$ cat config.mk
export PLATFORM = sky130hd
export DESIGN_NAME = comp_unit
export DESIGN_NICKNAME = d
export VERILOG_FILES = /design/src/source/comp_pkg.sv /design/src/source/frame_ctrl.sv /design/src/source/beat_counter.sv /design/src/source/payload_fifo.sv /design/src/source/crc32_acc.sv /design/src/source/trailer_builder.sv /design/src/source/comp_unit.sv
export SDC_FILE = /design/constraint.sdc
export NUM_CORES = 1
export LEC_CHECK = 0
export CORE_MARGIN = 2
export CORE_UTILIZATION = 45
export CTS_CLUSTER_DIAMETER = 80
export DETAILED_ROUTE_END_ITERATION = 8
export DONT_BUFFER_PORTS = 1
export GPL_TIMING_DRIVEN = 0
export SLEW_MARGIN = 20
export SYNTH_ARGS = -nofsm -noshare
export SYNTH_HDL_FRONTEND = slang
export SYNTH_SLANG_ARGS = --single-unit
$ cat constraint.sdc
create_clock -name clk -period 5.1 [get_ports clk]
set_clock_uncertainty 0.15 [all_clocks]
set_input_delay 0.255 -clock clk [delete_from_list [all_inputs] [get_ports clk]]
set_output_delay 0.255 -clock clk [all_outputs]
set_load 0.05 [all_outputs]
$ cat src/source/comp_pkg.sv
`default_nettype none

package comp_pkg;

   typedef logic [31:0] word_t;

   // Remainder code on the last payload word, low-order bytes invalid
   // 0000 four bytes, 0001 three, 0011 two, 0111 one
   typedef logic [3:0] rem_t;

   typedef logic [2:0] flag_t;
   typedef logic [9:0] task_t;
   typedef logic [31:0] byte_cnt_t;

   // Header layout
   localparam int HDR_WORDS = 8;
   localparam int HDR_FLAG_IDX = 4;
   localparam int HDR_LEN_IDX = 5;
   localparam int HDR_TASK_IDX = 6;

   // Trailer layout
   localparam int TRL_WORDS = 4;
   localparam word_t TRL_MARKER = 32'haa5555aa;

   // CRC-32, MSB first, non-reflected, no final inversion
   localparam word_t CRC_POLY = 32'h04C11DB7;
   localparam word_t CRC_INIT = 32'hffffffff;

endpackage

`default_nettype wire

$ cat src/source/frame_ctrl.sv
`default_nettype none

module frame_ctrl (
   input  logic clk,
   input  logic rst_n,
   input  logic in_sof_n_i,
   input  logic in_eof_n_i,
   input  logic in_src_rdy_n_i,
   output logic in_dst_rdy_n_o,
   input  logic out_dst_rdy_n_i,
   output logic out_src_rdy_n_o,
   output logic out_sof_n_o,
   output logic out_eof_n_o,
   input  logic hdr_last_i,
   input  logic trl_last_i,
   input  logic fifo_empty_i,
   input  logic fifo_full_i,
   output logic hdr_beat_o,
   output logic pay_beat_o,
   output logic trl_beat_o,
   output logic pop_o,
   output logic trailer_sel_o,
   output logic frame_clear_o
);

   typedef enum logic [1:0] {
      S_IDLE,
      S_HDR,
      S_PAY,
      S_TRL
   } state_t;

   state_t state;
   state_t state_nxt;
   logic   in_take;
   logic   out_take;
   logic   eof_seen;
   logic   first_sent;

   // Idle takes any offered word and drops it unless it starts a frame
   always_comb begin
      case (state)
         S_IDLE:  in_dst_rdy_n_o = in_src_rdy_n_i;
         S_HDR:   in_dst_rdy_n_o = 1'b0;
         S_PAY:   in_dst_rdy_n_o = eof_seen | fifo_full_i;
         default: in_dst_rdy_n_o = 1'b1;
      endcase
   end

   assign in_take = !in_src_rdy_n_i && !in_dst_rdy_n_o;
   assign out_src_rdy_n_o = !(((state == S_PAY) && !fifo_empty_i) || (state == S_TRL));
   assign out_take = !out_src_rdy_n_o && !out_dst_rdy_n_i;

   assign hdr_beat_o = in_take && (((state == S_IDLE) && !in_sof_n_i) || (state == S_HDR));
   assign pay_beat_o = in_take && (state == S_PAY);
   assign pop_o = out_take && (state == S_PAY);
   assign trl_beat_o = out_take && (state == S_TRL);
   assign trailer_sel_o = (state == S_TRL);
   // Marker taken, frame done
   assign frame_clear_o = trl_beat_o && trl_last_i;

   assign out_sof_n_o = !((state == S_PAY) && !first_sent && !fifo_empty_i);
   assign out_eof_n_o = !((state == S_TRL) && trl_last_i);

   always_comb begin
      state_nxt = state;
      case (state)
         S_IDLE: begin
            if (hdr_beat_o)
               state_nxt = S_HDR;
         end
         S_HDR: begin
            if (hdr_beat_o && hdr_last_i)
               state_nxt = S_PAY;
         end
         S_PAY: begin
            // Drain FIFO before the trailer
            if (eof_seen && fifo_empty_i)
               state_nxt = S_TRL;
         end
         default: begin
            if (frame_clear_o)
               state_nxt = S_IDLE;
         end
      endcase
   end

   always_ff @(posedge clk) begin
      if (!rst_n) begin
         state <= S_IDLE;
         eof_seen <= 1'b0;
         first_sent <= 1'b0;
      end else begin
         state <= state_nxt;
         if (frame_clear_o) begin
            eof_seen <= 1'b0;
            first_sent <= 1'b0;
         end else begin
            if (pay_beat_o && !in_eof_n_i)
               eof_seen <= 1'b1;
            if (pop_o)
               first_sent <= 1'b1;
         end
      end
   end

endmodule

`default_nettype wire

$ cat src/source/beat_counter.sv
`default_nettype none

module beat_counter (
   input  logic                clk,
   input  logic                rst_n,
   input  logic                frame_clear_i,
   input  logic                hdr_beat_i,
   input  logic                trl_beat_i,
   input  logic                pay_beat_i,
   input  logic                in_eof_n_i,
   input  comp_pkg::rem_t      in_rem_i,
   output logic [2:0]          hdr_idx_o,
   output logic                hdr_last_o,
   output logic [1:0]          trl_idx_o,
   output logic                trl_last_o,
   output comp_pkg::byte_cnt_t byte_cnt_o
);

   import comp_pkg::*;

   byte_cnt_t beat_bytes;

   // Bytes carried by the current payload word
   always_comb begin
      beat_bytes = 32'd4;
      if (!in_eof_n_i) begin
         case (in_rem_i)
            4'b0001: beat_bytes = 32'd3;
            4'b0011: beat_bytes = 32'd2;
            4'b0111: beat_bytes = 32'd1;
            default: beat_bytes = 32'd4;
         endcase
      end
   end

   assign hdr_last_o = (hdr_idx_o == 3'(HDR_WORDS - 1));
   assign trl_last_o = (trl_idx_o == 2'(TRL_WORDS - 1));

   // Indices wrap on their last word
   always_ff @(posedge clk) begin
      if (!rst_n || frame_clear_i) begin
         hdr_idx_o <= '0;
         trl_idx_o <= '0;
         byte_cnt_o <= '0;
      end else begin
         if (hdr_beat_i)
            hdr_idx_o <= hdr_idx_o + 3'd1;
         if (trl_beat_i)
            trl_idx_o <= trl_idx_o + 2'd1;
         if (pay_beat_i)
            byte_cnt_o <= byte_cnt_o + beat_bytes;
      end
   end

endmodule

`default_nettype wire

$ cat src/source/payload_fifo.sv
`default_nettype none

module payload_fifo #(
   parameter int DEPTH = 8
) (
   input  logic            clk,
   input  logic            rst_n,
   input  logic            push_i,
   input  comp_pkg::word_t push_data_i,
   input  logic            pop_i,
   output comp_pkg::word_t head_o,
   output logic            empty_o,
   output logic            full_o
);

   import comp_pkg::*;

   localparam int AW = $clog2(DEPTH);

   word_t         mem [DEPTH];
   logic [AW-1:0] wr_ptr;
   logic [AW-1:0] rd_ptr;
   logic [AW-1:0] wr_ptr_nxt;
   logic          occ_full;
   logic          ptr_eq;
   logic          do_push;
   logic          do_pop;

   // Equal pointers mean empty or full, the flag tells which
   assign ptr_eq = (wr_ptr == rd_ptr);
   assign empty_o = ptr_eq && !occ_full;
   assign full_o = ptr_eq && occ_full;

   assign do_push = push_i && !full_o;
   assign do_pop = pop_i && !empty_o;
   assign wr_ptr_nxt = wr_ptr + 1'b1;

   assign head_o = mem[rd_ptr];

   always_ff @(posedge clk) begin
      if (do_push)
         mem[wr_ptr] <= push_data_i;
   end

   always_ff @(posedge clk) begin
      if (!rst_n) begin
         wr_ptr <= '0;
         rd_ptr <= '0;
         occ_full <= 1'b0;
      end else begin
         if (do_push)
            wr_ptr <= wr_ptr_nxt;
         if (do_pop)
            rd_ptr <= rd_ptr + 1'b1;
         if (do_push && !do_pop)
            occ_full <= (wr_ptr_nxt == rd_ptr);
         else if (do_pop && !do_push)
            occ_full <= 1'b0;
      end
   end

endmodule

`default_nettype wire

$ cat src/source/crc32_acc.sv
`default_nettype none

module crc32_acc (
   input  logic            clk,
   input  logic            rst_n,
   input  logic            clear_i,
   input  logic            acc_i,
   input  comp_pkg::word_t data_i,
   output comp_pkg::word_t crc_o
);

   import comp_pkg::*;

   // One word per call, data MSB first
   function automatic word_t crc_step(input word_t crc, input word_t data);
      word_t c;
      c = crc;
      for (int i = 31; i >= 0; i--) begin
         if (c[31] ^ data[i])
            c = {c[30:0], 1'b0} ^ CRC_POLY;
         else
            c = {c[30:0], 1'b0};
      end
      return c;
   endfunction

   always_ff @(posedge clk) begin
      if (!rst_n || clear_i)
         crc_o <= CRC_INIT;
      else if (acc_i)
         crc_o <= crc_step(crc_o, data_i);
   end

endmodule

`default_nettype wire

$ cat src/source/trailer_builder.sv
`default_nettype none

module trailer_builder (
   input  logic                clk,
   input  logic                rst_n,
   input  logic                hdr_beat_i,
   input  logic [2:0]          hdr_idx_i,
   input  comp_pkg::word_t     in_data_i,
   input  comp_pkg::byte_cnt_t byte_cnt_i,
   input  comp_pkg::word_t     crc_i,
   input  logic [1:0]          trl_idx_i,
   output comp_pkg::word_t     trailer_o
);

   import comp_pkg::*;

   flag_t     flags_q;
   task_t     task_q;
   byte_cnt_t len_q;
   logic      cpl;
   word_t     status_word;

   always_ff @(posedge clk) begin
      if (!rst_n) begin
         flags_q <= '0;
         task_q <= '0;
         len_q <= '0;
      end else if (hdr_beat_i) begin
         if (hdr_idx_i == 3'(HDR_FLAG_IDX))
            flags_q <= in_data_i[31:29];
         if (hdr_idx_i == 3'(HDR_LEN_IDX))
            len_q <= in_data_i;
         if (hdr_idx_i == 3'(HDR_TASK_IDX))
            task_q <= in_data_i[9:0];
      end
   end

   // Frame complete when the counted bytes match the header length
   assign cpl = (byte_cnt_i == len_q);

   // Status: flags 31..29, completion 28, task 9..0
   assign status_word = {flags_q, cpl, 18'd0, task_q};

   always_comb begin
      case (trl_idx_i)
         2'd0:    trailer_o = status_word;
         2'd1:    trailer_o = byte_cnt_i;
         2'd2:    trailer_o = crc_i;
         default: trailer_o = TRL_MARKER;
      endcase
   end

endmodule

`default_nettype wire

$ cat src/source/comp_unit.sv
`default_nettype none

module comp_unit #(
   parameter int FIFO_DEPTH = 8
) (
   input  logic            clk,
   input  logic            rst_n,
   input  comp_pkg::word_t in_data_i,
   input  comp_pkg::rem_t  in_rem_i,
   input  logic            in_sof_n_i,
   input  logic            in_eof_n_i,
   input  logic            in_src_rdy_n_i,
   output logic            in_dst_rdy_n_o,
   output comp_pkg::word_t out_data_o,
   output logic            out_sof_n_o,
   output logic            out_eof_n_o,
   output logic            out_src_rdy_n_o,
   input  logic            out_dst_rdy_n_i
);

   import comp_pkg::*;

   logic      hdr_beat;
   logic      pay_beat;
   logic      trl_beat;
   logic      pop;
   logic      trailer_sel;
   logic      frame_clear;
   logic [2:0] hdr_idx;
   logic      hdr_last;
   logic [1:0] trl_idx;
   logic      trl_last;
   logic      fifo_empty;
   logic      fifo_full;
   word_t     push_data;
   word_t     fifo_head;
   word_t     crc;
   word_t     trailer_word;
   byte_cnt_t byte_cnt;

   // Zero the invalid low bytes of the last payload word
   always_comb begin
      push_data = in_data_i;
      if (!in_eof_n_i) begin
         case (in_rem_i)
            4'b0001: push_data = {in_data_i[31:8], 8'h00};
            4'b0011: push_data = {in_data_i[31:16], 16'h0000};
            4'b0111: push_data = {in_data_i[31:24], 24'h000000};
            default: push_data = in_data_i;
         endcase
      end
   end

   assign out_data_o = trailer_sel ? trailer_word : fifo_head;

   frame_ctrl u_frame_ctrl (
      .clk             (clk),
      .rst_n           (rst_n),
      .in_sof_n_i      (in_sof_n_i),
      .in_eof_n_i      (in_eof_n_i),
      .in_src_rdy_n_i  (in_src_rdy_n_i),
      .in_dst_rdy_n_o  (in_dst_rdy_n_o),
      .out_dst_rdy_n_i (out_dst_rdy_n_i),
      .out_src_rdy_n_o (out_src_rdy_n_o),
      .out_sof_n_o     (out_sof_n_o),
      .out_eof_n_o     (out_eof_n_o),
      .hdr_last_i      (hdr_last),
      .trl_last_i      (trl_last),
      .fifo_empty_i    (fifo_empty),
      .fifo_full_i     (fifo_full),
      .hdr_beat_o      (hdr_beat),
      .pay_beat_o      (pay_beat),
      .trl_beat_o      (trl_beat),
      .pop_o           (pop),
      .trailer_sel_o   (trailer_sel),
      .frame_clear_o   (frame_clear)
   );

   beat_counter u_beat_counter (
      .clk           (clk),
      .rst_n         (rst_n),
      .frame_clear_i (frame_clear),
      .hdr_beat_i    (hdr_beat),
      .trl_beat_i    (trl_beat),
      .pay_beat_i    (pay_beat),
      .in_eof_n_i    (in_eof_n_i),
      .in_rem_i      (in_rem_i),
      .hdr_idx_o     (hdr_idx),
      .hdr_last_o    (hdr_last),
      .trl_idx_o     (trl_idx),
      .trl_last_o    (trl_last),
      .byte_cnt_o    (byte_cnt)
   );

   payload_fifo #(
      .DEPTH (FIFO_DEPTH)
   ) u_payload_fifo (
      .clk         (clk),
      .rst_n       (rst_n),
      .push_i      (pay_beat),
      .push_data_i (push_data),
      .pop_i       (pop),
      .head_o      (fifo_head),
      .empty_o     (fifo_empty),
      .full_o      (fifo_full)
   );

   // CRC runs over the words as they leave
   crc32_acc u_crc32_acc (
      .clk     (clk),
      .rst_n   (rst_n),
      .clear_i (frame_clear),
      .acc_i   (pop),
      .data_i  (fifo_head),
      .crc_o   (crc)
   );

   trailer_builder u_trailer_builder (
      .clk        (clk),
      .rst_n      (rst_n),
      .hdr_beat_i (hdr_beat),
      .hdr_idx_i  (hdr_idx),
      .in_data_i  (in_data_i),
      .byte_cnt_i (byte_cnt),
      .crc_i      (crc),
      .trl_idx_i  (trl_idx),
      .trailer_o  (trailer_word)
   );

endmodule

`default_nettype wire

# Word-level counts from Yosys, hierarchy flattened

Memories as Yosys holds them, arrays and structs flattened. A register that Yosys moved wholly into a read port is not among the register bits.
Index checks and enable logic that the tools add are counted.

Reductions and logical operators: 48
Equality and inequality tests: 19
Multiplexer cells: 112
Bitwise gates (word level): 66
$add $sub $neg: 5

Operators by type and width:

| cell                                                | count |
|---|---|
| 2-to-1 mux 32 bit                                   | 64 |
| 2-to-1 mux 27 bit                                   | 32 |
| inverter 14 bit                                     | 32 |
| one-hot mux 32 bit (3 select lines)                 | 1 |
| one-hot mux 24 bit (3 select lines)                 | 1 |
| adder 32 bit                                        | 1 |
| equality test 32 bit                                | 1 |
| XOR 1 bit                                           | 32 |
| 2-to-1 mux 24 bit                                   | 1 |
| logical AND 1 bit                                   | 21 |
| zero test 1 bit                                     | 15 |
| equality test 3 bit, second input constant          | 4 |
| adder 3 x 1 -> 3 bit, second input constant         | 3 |
| one-hot mux 3 bit (3 select lines)                  | 1 |
| equality test 2 bit, second input constant          | 4 |
| 2-to-1 mux 2 bit                                    | 4 |
| equality test 3 bit                                 | 2 |
| 2-to-1 mux 3 bit                                    | 2 |
| one-hot mux 2 bit (3 select lines)                  | 1 |
| AND reduction 2 bit                                 | 3 |
| equality test 2 x 1 -> 1 bit, second input constant | 2 |
| equality test 4 x 1 -> 1 bit, second input constant | 1 |
| equality test 4 x 2 -> 1 bit, second input constant | 1 |
| equality test 4 x 3 -> 1 bit, second input constant | 1 |
| 13 further kinds                                    | 20 |

Memories kept: 1
Output and inout bits: 36
Input port bits: 42
Word-level logic and storage cells: 264
RAM bits: 256
Register bits: 125

Memory list:

| name               | words | bits a word | read ports | clocked after memory_dff | wr ports | RTL line           | RTL |
|---|---|---|---|---|---|---|---|
| u_payload_fifo.mem | 8     | 32          | 1          | 1                        | 1        | payload_fifo.sv:20 | `word_t mem [DEPTH];` |

# Depth between registers and ports, before layout

Gate-level depths: netlist of the first run.

Depth in word-level cells: 132
Mapped depth: 17
Gate-level depth less buffers: 13

# Modules after synthesis

From an unflattened synthesis of the first run, not the netlist that was laid out.

Cell total of the unflattened synthesis: 1466
Area total of the unflattened synthesis: 20133.1 um2

By module, submodules not included:

| module          | area an instance (um2) | instances | sequential area each (um2) | cells each |
|---|---|---|---|---|
| payload_fifo    | 10413.7                | 1         | 7887.6                     | 447 |
| crc32_acc       | 4280.4                 | 1         | 640.6                      | 377 |
| trailer_builder | 2593.7                 | 1         | 900.9                      | 321 |
| beat_counter    | 1855.5                 | 1         | 740.7                      | 210 |
| comp_unit       | 630.6                  | 1         | 0.0                        | 64 |
| frame_ctrl      | 359.1                  | 1         | 80.1                       | 47 |

# Worst setup path after synthesis of the first run

No wires, ideal clock.

Path type: register to register
Start point: reg u_payload_fifo.wr_ptr[0]
End point: mem u_payload_fifo.mem[5][0] (netlist name), enable pin
Setup time: 468 ps
Clock period less this slack: 5134 ps
Path slack: -34 ps
Cell stages (with the launch flop): 8
Buffers on the path: 2
Data arrival time: 4516 ps
Required time: 4482 ps
Path through: dfxtp_1 clkbuf_1 xor2_1 nor3_1 a2111oi_0 clkbuf_1 nand2_1 nor3b_1

Word-level cells in the longest chain between the ends: 10
Elaborated cells on any way between the ends: 11
Classes of those cells: eq/ne: 1; mux: 3; bitwise: 1; reduce/logical: 6

RTL lines:

| what                                       | RTL line           | RTL |
|---|---|---|
| start: declaration                         | payload_fifo.sv:21 | `logic [AW-1:0] wr_ptr;` |
| start signal: assignment                   | payload_fifo.sv:52 | `wr_ptr <= wr_ptr_nxt;` |
| equality test 3 bit (*)                    | payload_fifo.sv:30 | `assign ptr_eq = (wr_ptr == rd_ptr);` |
| logical AND 1 bit (*)                      | payload_fifo.sv:32 | `assign full_o = ptr_eq && occ_full;` |
| bitwise OR 1 bit                           | frame_ctrl.sv:45   | `S_PAY: in_dst_rdy_n_o = eof_seen \| fifo_full_i;` |
| one-hot mux 1 bit (3 select lines)         | frame_ctrl.sv:42   | `case (state)` |
| zero test 1 bit                            | frame_ctrl.sv:50   | `assign in_take = !in_src_rdy_n_i && !in_dst_rdy_n_o;` |
| logical AND 1 bit                          | frame_ctrl.sv:50   |  |
| logical AND 1 bit                          | frame_ctrl.sv:55   | `assign pay_beat_o = in_take && (state == S_PAY);` |
| logical AND 1 bit (*)                      | payload_fifo.sv:34 | `assign do_push = push_i && !full_o;` |
| via u_payload_fifo.do_push                 | payload_fifo.sv:26 | `logic do_push;` |
| 2-to-1 mux 1 bit (*)                       | payload_fifo.sv:41 | `if (do_push)` |
| 2-to-1 mux 1 bit (implied by the code) (*) | payload_fifo.sv:42 | `mem[wr_ptr] <= push_data_i;` |
| end: declaration                           | payload_fifo.sv:20 |  |

The timed path passes the listed nets; every way through them passes the cells marked *.

==> results.md, run 1 <==
- Status: finished clean
- Synth Flop Type: edfxtp_1
- Detailed Route WL: 55150 um
- First-pass DRT Iterations: 6
- Number of global-route vias before repair: 12240
- Setup TNS: 0 ps
- CP Capture Type: flip-flop
- CTS Buf Count: 42
- Asr flop ratio synth: 0
- Syn Nets: ~1500
- Layout cell share with drive strength beyond 1: 0.2004
- CP max FO: 10
- Max Root-Sink Buffers: 3
- WP buf/inv: 4
- Die height: between 200 and 250 um
- Total grt overflow: 0
- Routability congestion estimate from global placement: 0.9199
- PwrDens: 713.6 nW/um^2
- IO Port Bufs: 0
- Worst VDD drop: 1328 uV
- Synth warn: 0
- CTS clk-pin slew, worst paths: approximately 60 ps
- Ports: 78
- Netlist cell types: 70
- Slew HR: 0.2024
- CTS tree: done
- Routed vias: approximately 12000
- Post-layout min period: 4990 ps
- Core box area: 42980 sq um
- DP Area: 20730 sq um
- Final count of hold timing violations: 0
- Clk sinks: roughly 380
- Die area: around 45000 sq um
- Worst path slowest cell: mux4_2
- Yosys reg bits: 384
- EDFF count, synth: about 260
- Register area share after synthesis: 0.5239
- F_max: between 0.2 and 0.25 GHz
- Crit path required time: roughly 5400 ps
- Area Growth Syn to Fin: 19.38%
- Arrival @ worst endpoint: 5290 ps
- Die width: ~210 um
- Leakage: approximately 8.1 nW
- Final worst path period share: 0.9785
- # setup viols final: 0
- Design Area, Final: between 20000 and 25000 sq um
- Cell count after synthesis: between 1000 and 1500
- HP Class: primary input to flip-flop
- First-pass GRT wire length: 80590 um
- Commonest cells after routing, fill and taps aside: edfxtp_1 (256), xnor2_1 (161), nand2_1 (143)
- H-Tree Depth: 2
- Crit path cell chain: buf_6 -> buf_6 -> buf_8 -> mux4_2 -> mux2i_4 -> buf_12 -> xnor2_2 -> xor3_2 -> xnor2_4 -> xor3_2 -> xnor2_2 -> xnor3_1 -> nor3b_1 -> a2111o_1
- Crit Path Category: flip-flop to flip-flop
- Most common cell after layout, fill and taps aside: edfxtp_1
- Worst path max stage delay: between 500 and 600 ps
- Initial drt markers: ~1000
- Initial antenna violation count: 3
- CP delay by family, top: XOR/XNOR gates
- Cell area after synthesis: 19560 sq um
- Largest net degree at the start of global routing: 19
- Nets: roughly 1700
- Routed len/inst: 24.70 um
- Num rows: 76
- Actual slew at the worst max-slew pin: 1188 ps
- Synthesized area per cell: ~13 sq um
- Max Slew Vio Count: 0
- Avg Vias per Cell: about 5.5
- Half-perimeter wire length after placement: 41080 um
- Root Driver: clkbuf_16
- Global-route usage over all layers: 0.2481
- Maxcap violations: 0
- Crit path launch type: flip-flop
- Routed Antenna Nets: 0
- Setup WS post-layout: 109.8 ps
- Worst-Skew Late Latency: 560 ps
- DRC viols: 0
- Dpl ws: -780.4 ps
- Starting Density: 0.4552
## Yosys cell counts (5+ instances only)
cell type  count  area (sq um)
o22ai_1       18         112.6
a22oi_1       30         225.2
o211ai_1      20         150.1
xor3_1         5         118.9
clkbuf_1      51         191.4
nand2_1      143         536.8
nor2b_1       17         106.4
xor2_1        72         630.6
a21boi_0      45         337.8
nor3b_1        7         52.55
nand4_1       12         75.07
and2_1        23         143.9
nand2b_1       6         37.54
xnor2_1      184          1612
xnor2_2       14         227.7
a22o_1         6         52.55
o21ai_0       13         65.06
a2111oi_0      6         52.55
and3_1         7         43.79
mux2_2         5         56.30
inv_1         15         56.30
mux4_2        36         810.8
a221o_1        8         80.08
buf_2          6         30.03
xor2_2        10         162.7
a222oi_1       6         60.06
xnor3_1       35         788.3
ha_1          21         262.8
mux2i_1       77         770.7
buf_6          9         101.4
dfxtp_1      128          2562
xor2_4         5         137.6
o21ai_1        5         25.02
a21oi_1       27         135.1
nor2_1        54         202.7
buf_4          5         37.54
edfxtp_1     256          7687
nand3_1       26         130.1
## what timing repair did
item	CTS	global route
hold endpoints to repair	318	0
pin swaps	9	10
gates resized for setup	70	32
buffers inserted	19	18
endpoints found under the setup margin	31	21
hold buffers	38	0
## worst min-delay path, delay by kind of cell
| kind | cells | cell delay, ps |
|---|---|---|
| simple gates | 3 | 300 |
| xor+xnor | 1 | 160 |
## flip-flops by register name, summed over array words and instances (netlist names), 3 cells and up, named ones only
register / flops
u_trailer_builder.flags_q: 3
u_crc32_acc.crc_o: 32
u_beat_counter.hdr_idx_o: 3
u_trailer_builder.len_q: 32
u_beat_counter.byte_cnt_o: 32
u_payload_fifo.mem: 256
u_trailer_builder.task_q: 10
u_payload_fifo.wr_ptr: 3
u_payload_fifo.rd_ptr: 3
## per-layer routing
metal / vias to the layer above / track usage / share of wire
li1: 5633 / - / -
met1: 6146 / 0.3391 / 0.43
met2: 372 / 0.3839 / 0.46
met3: 83 / 0.05968 / 0.072
met4: 2 / 0.09453 / 0.036
met5: - / 0 / 0.00020
## worst paths after layout
path / slack, ps / to / cells past startpoint / startpoint
min: 40 / u_beat_counter.hdr_idx_o[0]$_SDFFE_PP0P_ / 4 / in_src_rdy_n_i
max: 110 / u_crc32_acc.crc_o[9]$_SDFFE_PP1P_ / 14 / flip-flop
max reg2reg: 110 / u_crc32_acc.crc_o[9]$_SDFFE_PP1P_ / 14 / flip-flop
min reg2reg: 320 / u_frame_ctrl.first_sent$_SDFFE_PP0P_ / 2 / u_frame_ctrl.first_sent$_SDFFE_PP0P_
## report_power, final
part / internal (mW) / leakage [nW] / switching, mW
sequential: 3.36 / 3.34 / 0.0271
combinational: 5.23 / 4.14 / 5.17
clock: 1.64 / 0.631 / 1.24
total: 10.2 / 8.11 / 6.44
## through the flow
step / power, mW / hold WS (ps) / utilization / std cells
3_5_place_dp: 12.59 / 204.5 / 0.4824 / 2079
5_1_grt: 17.39 / 44.43 / 0.5434 / 2233
2_1_floorplan: 10.81 / 203.9 / - / 1467
3_3_place_gp: 12.67 / 204.5 / 0.4724 / 2052
4_1_cts: 16.17 / 16.28 / 0.5346 / 2214
6_report: 16.67 / 38.15 / 0.5434 / 2233
## final cells by class
class                   instances  area (sq um)
multi-input cells             995          9663
flip-flops and latches        384         10250
well taps                     585         732.0
inverters                      16         60.06
clock inverters                18         90.09
plain buffers                  72         394.1
clock buffers                  60          1202
diodes                          1         2.502
repair buffers                102         955.9
fillers                      3637         19630
## logic make-up after synthesis
family | synth area share
xor+xnor | 0.2023
flops | 0.5239
compound gates | 0.07559
mux | 0.08698
simple gates | 0.07508
buf+inv | 0.02168
fa+ha+maj | 0.01445
No activity file was read; power rests on OpenSTA's default activity.
==> run 2, diff against run 1 <==
--- a/config.mk
+++ b/config.mk
@@ -5,6 +5,7 @@
 export SDC_FILE = /design/constraint.sdc
 export NUM_CORES = 1
 export LEC_CHECK = 0
+export CAP_MARGIN = 30
 export CORE_MARGIN = 2
 export CORE_UTILIZATION = 45
 export CTS_CLUSTER_DIAMETER = 80
@@ -14,4 +15,5 @@
 export SLEW_MARGIN = 20
 export SYNTH_ARGS = -nofsm -noshare
 export SYNTH_HDL_FRONTEND = slang
+export SYNTH_HIERARCHICAL = 1
 export SYNTH_SLANG_ARGS = --single-unit
==> constraint.sdc (replaced) <==
create_clock -name clk -period 4 [get_ports clk]
set_clock_uncertainty 0.15 [all_clocks]
set_input_delay 0.2 -clock clk [delete_from_list [all_inputs] [get_ports clk]]
set_output_delay 0.2 -clock clk [all_outputs]
set_load 0.05 [all_outputs]
==> results.md, run 2 <==
- # setup viols final: 32 (+32)
- Design Area, Final: 26190 sq um (+12%)
- Max Slew Vio Count: 0 (unchanged)
- H-Tree Depth: 2 (unchanged)
- Slew HR: 0.3201 (+0.1177)
- Half-perimeter wire length after placement: 42770 um (+4.1%)
- First-pass DRT Iterations: 5 (-1)
- Top-count cell post-synth: edfxtp_1
- Biggest register: u_payload_fifo/mem
- Cell area after synthesis: 20130 sq um (+2.9%)
- Sw Pwr: 10.16 mW (+58%)
- Routed Antenna Nets: 0 (unchanged)
- Area Growth Syn to Fin: 30.10%
- Max reg flops: 256 (unchanged)
- Cell count after synthesis: 1466 (-0.068%)
- Avg Vias per Cell: 5.624 (+2.6%)
- Setup WS post-layout: -749.7 ps (-859.5 ps)
- Global-route usage over all layers: 0.2588 (+0.01069)
- Initial drt markers: 1098 (+12%)
- Final worst path period share: 1.187 (+0.2090)
- Most common cell after layout, fill and taps aside: edfxtp_1
- Die height: 215.5 um (+1.4%)
- Netlist cell types: 72 (+2.9%)
- CP max FO: 6 (-4)
- Arrival @ worst endpoint: 5030 ps (-260 ps)
- Die width: 215.5 um (+1.4%)
- First-pass GRT wire length: 87850 um (+9.0%)
- PwrDens: 996.4 nW/um^2 (+40%)
- CP Capture Type: flip-flop
- F_max: 0.2105 GHz (+5.1%)
- Initial antenna violation count: 1 (-2)
- Final count of hold timing violations: 0 (unchanged)
- Maxcap violations: 0 (unchanged)
- Max Root-Sink Buffers: 3 (unchanged)
- Actual slew at the worst max-slew pin: 1014 ps (-174.7 ps)
- Layout cell share with drive strength beyond 1: 0.3352 (+0.1349)
- Post-layout min period: 4750 ps (-240.5 ps)
- Worst-Skew Late Latency: 580 ps (+20 ps)
- Ports: 78 (unchanged)
- Worst VDD drop: 1487 uV (+12%)
- Routed len/inst: 26.11 um (+5.7%)
- Leakage: 9.567 nW (+18%)
- Crit path required time: 4280 ps (-1120 ps)
- Syn Nets: 1523 (-0.52%)
- Setup TNS: -20310 ps (-20310 ps)
- Num rows: 77 (+1.3%)
- DRC viols: 0 (unchanged)
- Final Power: 26.10 mW (+57%)
- Die area: 46450 sq um (+2.9%)
- Starting Density: 0.4553 (about the same)
- Commonest cells after routing, fill and taps aside: edfxtp_1 (256), buf_4 (147), nand2_1 (137)
- Clk pwr share: 0.151 (-0.022)
- Post-synth top cells: edfxtp_1 (256), xnor2_1 (187), nand2_1 (138), dfxtp_1 (128), mux2_2 (69)
- HP Class: primary input to flip-flop
- Core box area: 44220 sq um (+2.9%)
- Detailed Route WL: 61600 um (+12%)
- Largest net degree at the start of global routing: 21 (+2)
- Asr flop ratio synth: 0 (unchanged)
- Clk sinks: 384 (unchanged)
- Synth warn: 6 (+6)
- Internal power: 15.94 mW (+56%)
- Sw frac: 0.3892 (+0.003050)
- Synth Flop Type: edfxtp_1
- Top-area cell type share of the netlist area: 0.3818 (-0.01111)
- Nets: 1790 (+6.7%)
- Routability congestion estimate from global placement: 0.9193 (about the same)
- RSZ-0062 raised after global routing: true
- Crit Path Category: flip-flop to flip-flop
- Dpl ws: -1426 ps (-645.4 ps)
- EDFF count, synth: 256 (unchanged)
- DP Area: 21670 sq um (+4.5%)
- Main area contributors after synthesis: edfxtp_1 (38%), dfxtp_1 (13%), xnor2_1 (8.1%)
- Crit path launch type: flip-flop
- Logic pwr share: 0.683 (+0.059)
- Yosys reg bits: 384 (unchanged)
- Routed vias: 13270 (+8.4%)
- CTS clk-pin slew, worst paths: 60 ps (about the same)
- CTS Buf Count: 41 (-2.4%)
- Root Driver: clkbuf_16
- Synthesized area per cell: 13.73 sq um (+3.0%)
- Reg power frac: 0.166 (-0.037)
- Failing checks: setup timing
- Fillcell total: 3403 (-6.4%)
- CTS tree: done
- Cell accounting for the most synthesized area: edfxtp_1
- Total grt overflow: 0 (unchanged)
- Status: complete, but fails checks
- Register area share after synthesis: 0.5091 (-0.01481)
- IO Port Bufs: 0 (unchanged)
- Number of global-route vias before repair: 13140 (+7.4%)
==> run 2: per-layer routing <==
metal	vias up	track usage	part of all wire
li1	5988	-	-
met1	6749	0.3520	0.43
met2	417	0.4154	0.47
met3	112	0.05370	0.062
met4	2	0.08736	0.038
met5	-	0	0.00019
==> run 2: power groups by stage <==
stage                     sequential [mW]  combinational (mW)  clock, mW
after floorplan                      4.40                8.91          0
after global placement               4.41                11.3          0
after detailed placement             4.41                11.3          0
after CTS                            4.33                14.4       3.98
after global routing                 4.33                18.4       4.14
final                                4.33                17.8       3.94
==> run 2: critical path: stages (launching register included) <==
cell	delay [ps]
dfxtp_2	340
buf_12	140
buf_8	130
buf_12	120
buf_4	110
mux4_2	470
mux2_4	330
xnor2_4	270
xnor2_1	230
xnor3_1	510
xnor2_2	280
xnor3_1	470
buf_6	140
xnor3_1	320
xnor3_1	360
mux2i_1	150
nand2_1	70
==> run 2: kinds of logic (layout without fill, tap and decap cells) <==
logic type                 Yosys count  in the layout  synth area share
AOI/OAI and AO/OA                  176            176           0.06016
adders and majority gates           15             15          0.009695
and+or+nand+nor                    327            327           0.08011
muxes                              165            165            0.1341
xor gates and xnor gates           310            310            0.1803
buffers and inverters               89            389           0.02654
other                                0              1                 0
DFF                                384            384            0.5091
==> run 2: final timing paths <==
check | start | endpoint | slack [ps] | depth (start not counted)
max | flip-flop | u_crc32_acc/crc_o[13]$_SDFFE_PP1P_ | -750 | 16
min | in_rem_i[2] | u_beat_counter/byte_cnt_o[0]$_SDFFE_PP0P_ | 30 | 5
max reg2reg | flip-flop | u_crc32_acc/crc_o[13]$_SDFFE_PP1P_ | -750 | 16
min reg2reg | u_trailer_builder/task_q[0]$_SDFFE_PN0P_ | u_trailer_builder/task_q[0]$_SDFFE_PN0P_ | 320 | 2
==> run 2: what timing repair did <==
action,4_1_cts,5_1_grt
setup endpoints to repair,232,107
gates cloned,1,0
pin swaps,63,56
gates resized for setup,167,69
setup buffers,107,55
hold endpoints to repair,325,0
hold buffers,40,0
==> run 2: layout make-up <==
type | count | area [sq um] | area share
plain buffers | 72 | 578.1 | 0.02207
flip-flops and latches | 384 | 10250 | 0.3914
diodes | 1 | 2.502 | 0.00009553
inverters | 15 | 56.30 | 0.002150
clock inverters | 18 | 249.0 | 0.009506
clock buffers | 58 | 1140 | 0.04352
repair buffers | 226 | 2131 | 0.08135
well taps | 592 | 740.7 | 0.02828
multi-input cells | 993 | 11050 | 0.4217
==> run 2: metrics by stage <==
stage          utilization  cells  hold slack, ps
2_1_floorplan            -   1466           148.9
3_3_place_gp        0.4830   2058           149.3
3_5_place_dp        0.4901   2086           149.2
4_1_cts             0.5731   2309           3.250
5_1_grt             0.5923   2358           51.21
6_report            0.5923   2359           27.34
